File: config.mk
export PLATFORM = sky130hd
export DESIGN_NAME = stage_execute
export DESIGN_NICKNAME = d
export VERILOG_FILES = /design/src/riscv_pkg.sv /design/src/alu_decoder.sv /design/src/operand_select.sv /design/src/alu.sv /design/src/branch_unit.sv /design/src/stage_execute.sv
export SDC_FILE = /design/constraint.sdc
export NUM_CORES = 1
export LEC_CHECK = 0
export ABC_CLOCK_PERIOD_IN_PS = 6300
export BUFFER_PORTS_ARGS = -buffer_cell sky130_fd_sc_hd__clkbuf_2
export CAP_MARGIN = 20
export CORE_AREA = 2 2 198 200
export CTS_CLUSTER_DIAMETER = 60
export CTS_CLUSTER_SIZE = 20
export DETAILED_ROUTE_END_ITERATION = 16
export DIE_AREA = 0 0 200 202
export GPL_TIMING_DRIVEN = 0
export PLACE_DENSITY_LB_ADDON = 0.25
export SLEW_MARGIN = 10
export SYNTH_ARGS = -nofsm -noshare
export SYNTH_HDL_FRONTEND = slang
export SYNTH_SLANG_ARGS = --single-unit
File: constraint.sdc
create_clock -name i_clk -period 6.3 [get_ports i_clk]
set_input_delay 0.945 -clock i_clk [delete_from_list [all_inputs] [get_ports i_clk]]
set_output_delay 0.945 -clock i_clk [all_outputs]
set_load 0.01 [all_outputs]
File: src/riscv_pkg.sv
package riscv_pkg;

    // ----------------------------------------
    // widths
    // ----------------------------------------
    localparam int xlen = 32;                    // data and address width

    typedef logic [xlen-1:0]         word_t;     // register data, pc, immediates
    typedef logic [4:0]              reg_addr_t; // x0..x31
    typedef logic [6:0]              opcode_t;   // major opcode, inst[6:0]
    typedef logic [$clog2(xlen)-1:0] shamt_t;    // shift amount, low bits of operand b

    // ----------------------------------------
    // major opcodes (rv32i base)
    // ----------------------------------------
    localparam opcode_t op_lui      = 7'b0110111;
    localparam opcode_t op_auipc    = 7'b0010111;
    localparam opcode_t op_jal      = 7'b1101111;
    localparam opcode_t op_jalr     = 7'b1100111;
    localparam opcode_t op_branch   = 7'b1100011;
    localparam opcode_t op_load     = 7'b0000011;
    localparam opcode_t op_store    = 7'b0100011;
    localparam opcode_t op_imm      = 7'b0010011; // addi, slti, shifts by immediate...
    localparam opcode_t op_reg      = 7'b0110011; // register/register
    localparam opcode_t op_misc_mem = 7'b0001111; // fence, treated as nop
    localparam opcode_t op_system   = 7'b1110011; // ecall/ebreak, treated as nop

    // funct3 for op_reg / op_imm
    localparam logic [2:0] f3_add  = 3'b000;      // add, sub, addi
    localparam logic [2:0] f3_sll  = 3'b001;
    localparam logic [2:0] f3_slt  = 3'b010;
    localparam logic [2:0] f3_sltu = 3'b011;
    localparam logic [2:0] f3_xor  = 3'b100;
    localparam logic [2:0] f3_sr   = 3'b101;      // srl or sra, funct7 bit 5 picks
    localparam logic [2:0] f3_or   = 3'b110;
    localparam logic [2:0] f3_and  = 3'b111;

    // funct3 for op_branch, 010 and 011 are reserved
    localparam logic [2:0] f3_beq  = 3'b000;
    localparam logic [2:0] f3_bne  = 3'b001;
    localparam logic [2:0] f3_blt  = 3'b100;
    localparam logic [2:0] f3_bge  = 3'b101;
    localparam logic [2:0] f3_bltu = 3'b110;
    localparam logic [2:0] f3_bgeu = 3'b111;

    // ----------------------------------------
    // alu operations, same encoding as the older core
    // ----------------------------------------
    typedef enum logic [4:0] {
        alu_and    = 5'd0,
        alu_or     = 5'd1,
        alu_xor    = 5'd2,
        alu_add    = 5'd3,
        alu_sub    = 5'd4,
        alu_sll    = 5'd5,
        alu_srl    = 5'd6,
        alu_slt    = 5'd7,                        // signed
        alu_sltu   = 5'd8,
        alu_sra    = 5'd9,
        alu_beq    = 5'd10,                       // 10..15 only drive the cond flag
        alu_bne    = 5'd11,
        alu_blt    = 5'd12,
        alu_bltu   = 5'd13,
        alu_bge    = 5'd14,
        alu_bgeu   = 5'd15,
        alu_pass_b = 5'd16                        // lui
    } alu_op_e;

    typedef enum logic [1:0] {src_a_rs1 = 2'd0, src_a_pc = 2'd1, src_a_zero = 2'd2} src_a_e;
    typedef enum logic {src_b_rs2 = 1'b0, src_b_imm = 1'b1} src_b_e;
    typedef enum logic {res_alu = 1'b0, res_pc4 = 1'b1} result_e;

    // ----------------------------------------
    // stage bundles
    // ----------------------------------------
    typedef struct packed {
        word_t     pc;
        word_t     rs1_data;
        word_t     rs2_data;
        word_t     imm;        // already sign extended by decode
        reg_addr_t rd;
        opcode_t   opcode;
        logic [2:0] funct3;
        logic      funct7_b5;  // inst[30]
    } id_ex_t;

    typedef struct packed {
        alu_op_e alu_op;
        src_a_e  src_a;
        src_b_e  src_b;
        result_e result_sel;
        logic    branch;       // conditional, taken when alu cond is set
        logic    jump;         // jal or jalr, always taken
        logic    jalr;         // target from rs1 instead of pc
        logic    reg_write;
        logic    mem_read;
        logic    mem_write;
    } ex_ctrl_t;

    typedef struct packed {
        word_t     result;     // alu result or pc+4, also the memory address
        word_t     store_data;
        reg_addr_t rd;
        logic      reg_write;
        logic      mem_read;
        logic      mem_write;
    } ex_mem_t;

endpackage

File: src/alu_decoder.sv
`timescale 1ns/1ns

module alu_decoder (
    input  riscv_pkg::opcode_t  i_opcode,
    input  logic [2:0]          i_funct3,
    input  logic                i_funct7_b5,
    output riscv_pkg::ex_ctrl_t o_ctrl
);
    import riscv_pkg::*;

    // funct3 to alu op for op_reg and op_imm
    // sub only exists for register forms, sra for both
    function automatic alu_op_e arith_op(input logic [2:0] f3, input logic b5,
                                         input logic is_reg);
        alu_op_e op;
        case (f3)
            f3_add:  op = (is_reg && b5) ? alu_sub : alu_add;
            f3_sll:  op = alu_sll;
            f3_slt:  op = alu_slt;
            f3_sltu: op = alu_sltu;
            f3_xor:  op = alu_xor;
            f3_sr:   op = b5 ? alu_sra : alu_srl;
            f3_or:   op = alu_or;
            default: op = alu_and;                // f3_and
        endcase
        return op;
    endfunction

    always_comb begin
        o_ctrl = '0;                              // and, rs1/rs2, alu result, no enables
        case (i_opcode)
            op_reg: begin
                o_ctrl.alu_op    = arith_op(i_funct3, i_funct7_b5, 1'b1);
                o_ctrl.reg_write = 1'b1;
            end
            op_imm: begin
                o_ctrl.alu_op    = arith_op(i_funct3, i_funct7_b5, 1'b0);
                o_ctrl.src_b     = src_b_imm;
                o_ctrl.reg_write = 1'b1;
            end
            op_load: begin                        // address = rs1 + imm
                o_ctrl.alu_op    = alu_add;
                o_ctrl.src_b     = src_b_imm;
                o_ctrl.reg_write = 1'b1;
                o_ctrl.mem_read  = 1'b1;
            end
            op_store: begin
                o_ctrl.alu_op    = alu_add;
                o_ctrl.src_b     = src_b_imm;
                o_ctrl.mem_write = 1'b1;          // rs2 rides along as store data
            end
            op_branch: begin
                o_ctrl.branch = 1'b1;
                case (i_funct3)
                    f3_beq:  o_ctrl.alu_op = alu_beq;
                    f3_bne:  o_ctrl.alu_op = alu_bne;
                    f3_blt:  o_ctrl.alu_op = alu_blt;
                    f3_bge:  o_ctrl.alu_op = alu_bge;
                    f3_bltu: o_ctrl.alu_op = alu_bltu;
                    f3_bgeu: o_ctrl.alu_op = alu_bgeu;
                    default: o_ctrl.branch = 1'b0; // reserved funct3, never taken
                endcase
            end
            op_jal: begin
                o_ctrl.jump       = 1'b1;
                o_ctrl.result_sel = res_pc4;      // link value
                o_ctrl.reg_write  = 1'b1;
            end
            op_jalr: begin
                o_ctrl.jump       = 1'b1;
                o_ctrl.jalr       = 1'b1;
                o_ctrl.result_sel = res_pc4;
                o_ctrl.reg_write  = 1'b1;
            end
            op_lui: begin
                o_ctrl.alu_op    = alu_pass_b;
                o_ctrl.src_a     = src_a_zero;
                o_ctrl.src_b     = src_b_imm;     // upper immediate, low 12 bits zero
                o_ctrl.reg_write = 1'b1;
            end
            op_auipc: begin
                o_ctrl.alu_op    = alu_add;
                o_ctrl.src_a     = src_a_pc;
                o_ctrl.src_b     = src_b_imm;
                o_ctrl.reg_write = 1'b1;
            end
            op_misc_mem, op_system: o_ctrl = '0;  // fence / ecall / ebreak write nothing
            default: o_ctrl = '0;                 // illegal opcode
        endcase
    end

    // a memory op is either a load or a store, the memory stage relies on it
    always_comb begin
        assert (!(o_ctrl.mem_read && o_ctrl.mem_write))
            else $error("alu_decoder: mem_read and mem_write both set, opcode %b", i_opcode);
    end

endmodule

File: src/operand_select.sv
`timescale 1ns/1ns

module operand_select (
    input  riscv_pkg::id_ex_t   i_id_ex,
    input  riscv_pkg::ex_ctrl_t i_ctrl,
    output riscv_pkg::word_t    o_src_a,
    output riscv_pkg::word_t    o_src_b,
    output riscv_pkg::word_t    o_target,
    output riscv_pkg::word_t    o_pc4
);
    import riscv_pkg::*;

    word_t base;       // pc for branches and jal, rs1 for jalr
    word_t target_sum;

    // ----------------------------------------
    // alu operands
    // ----------------------------------------
    always_comb begin
        case (i_ctrl.src_a)
            src_a_rs1:  o_src_a = i_id_ex.rs1_data;
            src_a_pc:   o_src_a = i_id_ex.pc;     // auipc
            src_a_zero: o_src_a = '0;             // lui
            default:    o_src_a = '0;
        endcase
    end

    always_comb begin
        case (i_ctrl.src_b)
            src_b_imm: o_src_b = i_id_ex.imm;
            default:   o_src_b = i_id_ex.rs2_data;
        endcase
    end

    // ----------------------------------------
    // branch / jump target and link value
    // ----------------------------------------
    assign base       = i_ctrl.jalr ? i_id_ex.rs1_data : i_id_ex.pc;
    assign target_sum = base + i_id_ex.imm;

    always_comb begin
        o_target = target_sum;
        if (i_ctrl.jalr) begin
            o_target[0] = 1'b0;                   // jalr clears the lsb
        end
    end

    assign o_pc4 = i_id_ex.pc + word_t'(4);      // return address for jal/jalr

endmodule

File: src/alu.sv
`timescale 1ns/1ns

module alu (
    input  riscv_pkg::alu_op_e i_alu_op,
    input  riscv_pkg::word_t   i_src_a,
    input  riscv_pkg::word_t   i_src_b,
    output riscv_pkg::word_t   o_result,
    output logic               o_cond
);
    import riscv_pkg::*;

    logic   is_sub;
    logic   is_cmp;     // branch compare ops, only these may raise o_cond
    word_t  add_b;      // b or ~b
    word_t  add_sum;
    shamt_t shamt;
    logic   eq;
    logic   lt_s;
    logic   lt_u;

    // ----------------------------------------
    // shared add/subtract path
    // ----------------------------------------
    assign is_sub  = (i_alu_op == alu_sub);
    assign add_b   = is_sub ? ~i_src_b : i_src_b; // a - b = a + ~b + 1
    assign add_sum = i_src_a + add_b + word_t'(is_sub);

    assign shamt = i_src_b[$bits(shamt_t)-1:0];   // only low 5 bits of b count

    // comparators, shared by slt/sltu and the branches
    assign eq   = (i_src_a == i_src_b);
    assign lt_s = ($signed(i_src_a) < $signed(i_src_b));
    assign lt_u = (i_src_a < i_src_b);

    assign is_cmp = i_alu_op inside {alu_beq, alu_bne, alu_blt, alu_bltu, alu_bge, alu_bgeu};

    // ----------------------------------------
    // result select
    // ----------------------------------------
    always_comb begin
        o_result = '0;
        o_cond   = 1'b0;
        case (i_alu_op)
            alu_and:  o_result = i_src_a & i_src_b;
            alu_or:   o_result = i_src_a | i_src_b;
            alu_xor:  o_result = i_src_a ^ i_src_b;
            alu_add,
            alu_sub:  o_result = add_sum;
            alu_sll:  o_result = i_src_a << shamt;
            alu_srl:  o_result = i_src_a >> shamt;
            alu_sra:  o_result = $signed(i_src_a) >>> shamt; // sign fill from bit 31
            alu_slt:  o_result = word_t'(lt_s);
            alu_sltu: o_result = word_t'(lt_u);

            // branch compares, result stays zero
            alu_beq:  o_cond = eq;
            alu_bne:  o_cond = ~eq;
            alu_blt:  o_cond = lt_s;
            alu_bltu: o_cond = lt_u;
            alu_bge:  o_cond = ~lt_s;
            alu_bgeu: o_cond = ~lt_u;

            alu_pass_b: o_result = i_src_b;       // lui, imm comes in on b
            default: begin
                o_result = '0;                    // unused codes drive zero
                o_cond   = 1'b0;
            end
        endcase
    end

    // branch_unit takes a branch on cond alone, so it must never leak from other ops
    always_comb begin
        if (!is_cmp) begin
            assert (!o_cond)
                else $error("alu: o_cond high for non-compare op %0d", i_alu_op);
        end
    end

endmodule

File: src/branch_unit.sv
`timescale 1ns/1ns

module branch_unit (
    input  logic                i_clk,
    input  logic                i_rst,
    input  logic                i_valid,
    input  logic                i_flush,
    input  riscv_pkg::id_ex_t   i_id_ex,
    input  riscv_pkg::ex_ctrl_t i_ctrl,
    input  riscv_pkg::word_t    i_alu_result,
    input  logic                i_cond,
    input  riscv_pkg::word_t    i_target,
    input  riscv_pkg::word_t    i_pc4,
    output logic                o_valid,
    output riscv_pkg::ex_mem_t  o_ex_mem,
    output logic                o_redirect,
    output riscv_pkg::word_t    o_redirect_pc
);
    import riscv_pkg::*;

    logic    live;      // bundle is real and not killed this cycle
    logic    taken;
    ex_mem_t ex_mem_d;

    assign live  = i_valid & ~i_flush;
    assign taken = i_ctrl.jump | (i_ctrl.branch & i_cond);

    // ----------------------------------------
    // next ex/mem bundle
    // ----------------------------------------
    always_comb begin
        ex_mem_d.result     = (i_ctrl.result_sel == res_pc4) ? i_pc4 : i_alu_result;
        ex_mem_d.store_data = i_id_ex.rs2_data;
        ex_mem_d.rd         = i_id_ex.rd;
        // writes to x0 are dropped here so later stages never see them
        ex_mem_d.reg_write  = live & i_ctrl.reg_write & (i_id_ex.rd != '0);
        ex_mem_d.mem_read   = live & i_ctrl.mem_read;
        ex_mem_d.mem_write  = live & i_ctrl.mem_write;
    end

    // ----------------------------------------
    // ex/mem pipeline register
    // ----------------------------------------
    always_ff @(posedge i_clk) begin
        o_ex_mem      <= ex_mem_d;                // payload loads every cycle
        o_redirect_pc <= i_target;
        if (i_rst) begin
            o_valid            <= 1'b0;
            o_redirect         <= 1'b0;
            o_ex_mem.reg_write <= 1'b0;           // enables override the payload load
            o_ex_mem.mem_read  <= 1'b0;
            o_ex_mem.mem_write <= 1'b0;
        end else begin
            o_valid    <= live;
            o_redirect <= live & taken;           // one cycle pulse per taken bundle
        end
    end

    // fetch only redirects for an instruction that actually retires from ex
    a_redirect_valid: assert property (@(posedge i_clk) disable iff (i_rst)
        o_redirect |-> o_valid)
        else $error("branch_unit: o_redirect without o_valid");

endmodule

File: src/stage_execute.sv
`timescale 1ns/1ns

module stage_execute (
    input  logic               i_clk,
    input  logic               i_rst,
    input  logic               i_valid,
    input  logic               i_flush,
    input  riscv_pkg::id_ex_t  i_id_ex,
    output logic               o_valid,
    output riscv_pkg::ex_mem_t o_ex_mem,
    output logic               o_redirect,
    output riscv_pkg::word_t   o_redirect_pc
);
    import riscv_pkg::*;

    ex_ctrl_t ctrl;        // decoded control for this bundle
    word_t    src_a;
    word_t    src_b;
    word_t    target;      // branch / jump destination
    word_t    pc4;
    word_t    alu_result;
    logic     cond;        // compare outcome for branches

    // ----------------------------------------
    // control
    // ----------------------------------------
    alu_decoder alu_decoder_i (
        .i_opcode    (i_id_ex.opcode),
        .i_funct3    (i_id_ex.funct3),
        .i_funct7_b5 (i_id_ex.funct7_b5),
        .o_ctrl      (ctrl)
    );

    // ----------------------------------------
    // datapath
    // ----------------------------------------
    operand_select operand_select_i (
        .i_id_ex  (i_id_ex),
        .i_ctrl   (ctrl),
        .o_src_a  (src_a),
        .o_src_b  (src_b),
        .o_target (target),
        .o_pc4    (pc4)
    );

    alu alu_i (
        .i_alu_op (ctrl.alu_op),
        .i_src_a  (src_a),
        .i_src_b  (src_b),
        .o_result (alu_result),
        .o_cond   (cond)
    );

    branch_unit branch_unit_i (     // only stateful block in the stage
        .i_clk         (i_clk),
        .i_rst         (i_rst),
        .i_valid       (i_valid),
        .i_flush       (i_flush),
        .i_id_ex       (i_id_ex),
        .i_ctrl        (ctrl),
        .i_alu_result  (alu_result),
        .i_cond        (cond),
        .i_target      (target),
        .i_pc4         (pc4),
        .o_valid       (o_valid),
        .o_ex_mem      (o_ex_mem),
        .o_redirect    (o_redirect),
        .o_redirect_pc (o_redirect_pc)
    );

endmodule

==> results.txt <==
----------------------------------------------------
[Placed design]
  Half-perimeter wire length of the detailed placement result ... around 77,000 µm
  Post-place instance area ... 17,200 µm²
  Final weighted congestion of routability-driven global placement ... about 1.1
  Post-placement worst setup slack ... -1310 ps
  Port buffer count ... roughly 250

[Cells and area]
  Share of post-route cells with drive strength above 1 ... about a fifth
  Most common cell after layout, fill and taps aside ... sky130_fd_sc_hd__clkbuf_2
  Fin area ... between 15,000 and 20,000 µm²
  Area growth from synthesis to final layout ... 16.4%
  Fill cells ... ~3,900
  Number of nets in the finished design ... about 2,500
  Commonest cells after routing, fill and taps aside ... sky130_fd_sc_hd__clkbuf_2 (253), sky130_fd_sc_hd__ha_1 (159), sky130_fd_sc_hd__mux2i_1 (131)

[Yosys]
  Average size of a mapped cell ... 8.03 µm²
  Post-synth net total ... between 2,000 and 2,500
  Main synth FF type ... sky130_fd_sc_hd__dfxtp_1
  Synthesized instance count ... approximately 1,900
  EDFF count, synth ... 0
  Post-synthesis cell type count ... roughly 90
  Sequential area share after synthesis ... between 10% and 20%
  Summed instance area of the synthesized netlist ... 15,200 µm²
  Fraction of registers with async set or reset after synthesis ... 0%
  Flip-flop and latch count after synthesis ... ~110
  Number of warnings printed during yosys synthesis ... 0

[Setup path]
  Max stage delay on crit path ... 830 ps
  Top fanout value on the critical path ... 11
  Cell-by-cell trace of the critical path ... clkbuf_2 -> nand3b_1 -> buf_4 -> o22ai_4 -> mux2i_4 -> buf_4 -> clkbuf_1 -> clkbuf_1 -> clkbuf_1 -> ha_1 -> nor2_1 -> o21bai_1 -> a221oi_1 -> o311a_1 -> o31a_1 -> o21ai_0 -> a31oi_1
  Worst setup path category ... in2reg
  Type of destination of the critical path ... flip-flop
  Critical-path top delay cell ... sky130_fd_sc_hd__clkbuf_1
  Cell occurring most often along the worst timing path ... sky130_fd_sc_hd__clkbuf_1
  Data arrival time of the critical path ... around 6700 ps
  Family with the most delay on the worst path ... buffers and inverters
  Required time reported for the critical path endpoint ... approximately 6600 ps
  Count of buffer and inverter cells on the critical path ... 6
  Startpoint type of the worst setup path ... input port

[STA]
  Slew @ Worst Pin ... between 1000 and 1500 ps
  Final Max Tran Viols ... 0
  Setup repair after global routing missed its margin ... false
  Post-route fraction of the period consumed by the critical path ... 101%
  Timing-limited maximum frequency ... roughly 0.16 GHz
  Minimum clock period ... ~6400 ps
  Final Hold Viols ... 0
  Setup Viol. Count Final ... 1
  Setup WS post-layout ... -88.0 ps
  Headroom to the max-slew limit ... about a fifth

[Die]
  # IOs ... between 200 and 300
  Total die area ... roughly 40,000 µm²
  Initial standard-cell utilization of the core ... between 30% and 40%
  Floorplan die width ... approximately 200 µm
  Die height ... around 200 µm
  Core ar. ... 38,300 µm²
  Standard-cell row count ... 72

[Route]
  First-iteration detailed-routing DRC count ... between 2,000 and 3,000
  Residual DRC ... 0
  Post-DRT Antenna Nets ... 0
  Routed vias/inst ... 6.81
  Number of iterations in the first detailed-routing pass ... 8
  Total via count in the routed design ... approximately 18,000
  Drt total wl ... around 94,000 µm
  Routed wirelength normalized by instance count ... around 35 µm

[Clocking]
  Clock tree from TritonCTS ... done
  TritonCTS Buffers ... 9
  CTS sink count ... about 110
  Maximum clock insertion buffer count ... 2
  Clock Pin Slew Worst Setup and Hold Paths ... ~90 ps
  Post-CTS Hold Buffers ... 0
  Root buffer cell ... sky130_fd_sc_hd__clkbuf_16
  Number of levels in the clock H-tree ... 3

[Power and ir drop]
  Sw Pwr ... 1.35 mW
  P_int ... about 1.6 mW
  Logic pwr share ... 52.6%
  Sequential share of power ... between 20% and 30%
  P_leak ... between 7 and 8 nW
  Clock power frac ... between 20% and 30%
  Areal power density over the cells ... around 160 nW/µm²
  Overall Power ... about 2.9 mW
  Net switching fraction of the power ... a little under half
  Highest ir drop seen on vdd ... between 150 and 200 µV

[Global routing]
  Initial antenna violation count ... 5
  Via count of the first global-routing pass ... approximately 17,000
  GRT Total Usage ... 46.1%
  Global-route congestion overflow total ... 0
  Pin count of the biggest net entering global routing ... 20
  Global-route wire length before repair ... ~130,000 µm

[Min path]
  Min-delay worst type ... in2reg

[Outcome]
  Violations in the final reports ... negative setup slack
  Outcome ... complete, but fails checks

[Flow run]
  Maxcap violations ... 0

----------------------------------------------------
per-stage QoR:
step	instances	setup TNS, ps	hold slack [ps]	util (%)
2_1_floorplan	1889	0	973	-
3_3_place_gp	2659	-31980	1060	44.6
3_5_place_dp	2672	-17810	1060	45.0
4_1_cts	2690	0	623	45.9
5_1_grt	2689	0	634	46.1
6_report	2691	-88.0	632	46.1
path summary, 6_finish.rpt:
check | start | end | slack (ps) | cells after the start
hold / removal | i_id_ex[11] | branch_unit_i.o_ex_mem[3] | 630 | 1
setup / recovery | i_id_ex[10] | branch_unit_i.o_ex_mem[40] | -90 | 17
cells by family (layout without fill, tap and decap cells):
kind of cell	Yosys count	after routing	share of synthesized area, %
compound gates	568	568	26.2
xor+xnor	111	111	6.41
other cells	0	2	0
mux	218	218	16.2
buf+inv	201	483	5.71
simple gates	524	524	18.1
fa+ha+maj	161	161	13.4
flops	106	106	14.0
cell type report:
| class | count | area, µm² | share of cell area [%] |
|---|---|---|---|
| Buffer | 99 | 489 | 2.77 |
| Tap cell | 518 | 648 | 3.67 |
| Sequential cell | 106 | 2120 | 12.0 |
| Antenna cell | 2 | 5.00 | 0.0283 |
| Clock buffer | 10 | 239 | 1.35 |
| Multi-Input combinational cell | 1582 | 12300 | 69.8 |
| Inverter | 97 | 364 | 2.06 |
| Timing Repair Buffer | 271 | 1410 | 8.01 |
| Clock inverter | 6 | 53.8 | 0.305 |
synth_stat cells, types with 8 or more instances:
master	instances	area share [%]
sky130_fd_sc_hd__o211ai_1	38	1.9
sky130_fd_sc_hd__a211o_1	10	0.58
sky130_fd_sc_hd__o21bai_1	18	0.89
sky130_fd_sc_hd__nor4_1	15	0.62
sky130_fd_sc_hd__o21a_1	11	0.54
sky130_fd_sc_hd__and2_1	22	0.91
sky130_fd_sc_hd__buf_6	8	0.59
sky130_fd_sc_hd__o2111ai_1	17	0.98
sky130_fd_sc_hd__clkbuf_1	51	1.3
sky130_fd_sc_hd__nand3_1	61	2.0
sky130_fd_sc_hd__and3_1	20	0.82
sky130_fd_sc_hd__a21oi_1	126	4.2
sky130_fd_sc_hd__o2111a_1	8	0.59
sky130_fd_sc_hd__nor3_1	38	1.3
sky130_fd_sc_hd__nand4_1	15	0.62
sky130_fd_sc_hd__mux2i_1	148	9.8
sky130_fd_sc_hd__xor2_1	48	2.8
sky130_fd_sc_hd__nand2_1	128	3.2
sky130_fd_sc_hd__o22ai_1	22	0.91
sky130_fd_sc_hd__buf_2	30	0.99
sky130_fd_sc_hd__a221oi_1	20	1.2
sky130_fd_sc_hd__inv_1	92	2.3
sky130_fd_sc_hd__nor2_1	99	2.4
sky130_fd_sc_hd__o221ai_1	19	1.1
sky130_fd_sc_hd__mux2_2	52	3.9
sky130_fd_sc_hd__ha_1	159	13
sky130_fd_sc_hd__o31ai_1	8	0.40
sky130_fd_sc_hd__mux4_2	17	2.5
sky130_fd_sc_hd__a21o_1	37	1.8
sky130_fd_sc_hd__a221o_1	9	0.59
sky130_fd_sc_hd__o21ai_0	69	2.3
sky130_fd_sc_hd__a21boi_0	18	0.89
sky130_fd_sc_hd__dfxtp_1	106	14
sky130_fd_sc_hd__xnor2_1	63	3.6
sky130_fd_sc_hd__a31oi_1	18	0.74
sky130_fd_sc_hd__nand2b_1	14	0.58
sky130_fd_sc_hd__or3_1	14	0.58
sky130_fd_sc_hd__a22oi_1	17	0.84
sky130_fd_sc_hd__a211oi_1	26	1.3
sky130_fd_sc_hd__buf_1	11	0.27
sky130_fd_sc_hd__nand4b_1	11	0.63
sky130_fd_sc_hd__o21ai_1	8	0.26
sky130_fd_sc_hd__or4_1	8	0.40
sky130_fd_sc_hd__nor2b_1	37	1.5
metal layers:
| metal | vias to the layer above | wire [µm] | global-route usage [%] |
|---|---|---|---|
| met1 | 8941 | 35600 | 56.8 |
| li1 | 7688 | - | - |
| met3 | 376 | 9630 | 10.9 |
| met2 | 1311 | 39600 | 69.8 |
| met5 | - | 26 | 0 |
| met4 | 4 | 8770 | 33.4 |
sequential cells by signal, summed over array words and instances (netlist names):
register                     flops
branch_unit_i.o_ex_mem          72
branch_unit_i.o_redirect         1
branch_unit_i.o_redirect_pc     32
branch_unit_i.o_valid            1
power by group through the flow:
stage / registers [mW] / logic, mW / clock network (mW)
after detailed placement: 0.787 / 1.44 / 0
after global routing: 0.779 / 1.58 / 0.640
after global placement: 0.785 / 1.43 / 0
final: 0.772 / 1.53 / 0.608
after CTS: 0.773 / 1.45 / 0.620
after floorplan: 0.829 / 0.794 / 0
repair_timing:
| action | CTS | global route |
|---|---|---|
| endpoints found under the setup margin | 24 | 15 |
| setup buffers | 2 | 0 |
| gates resized for setup | 11 | 14 |
No activity file was read; power rests on OpenSTA's default activity.
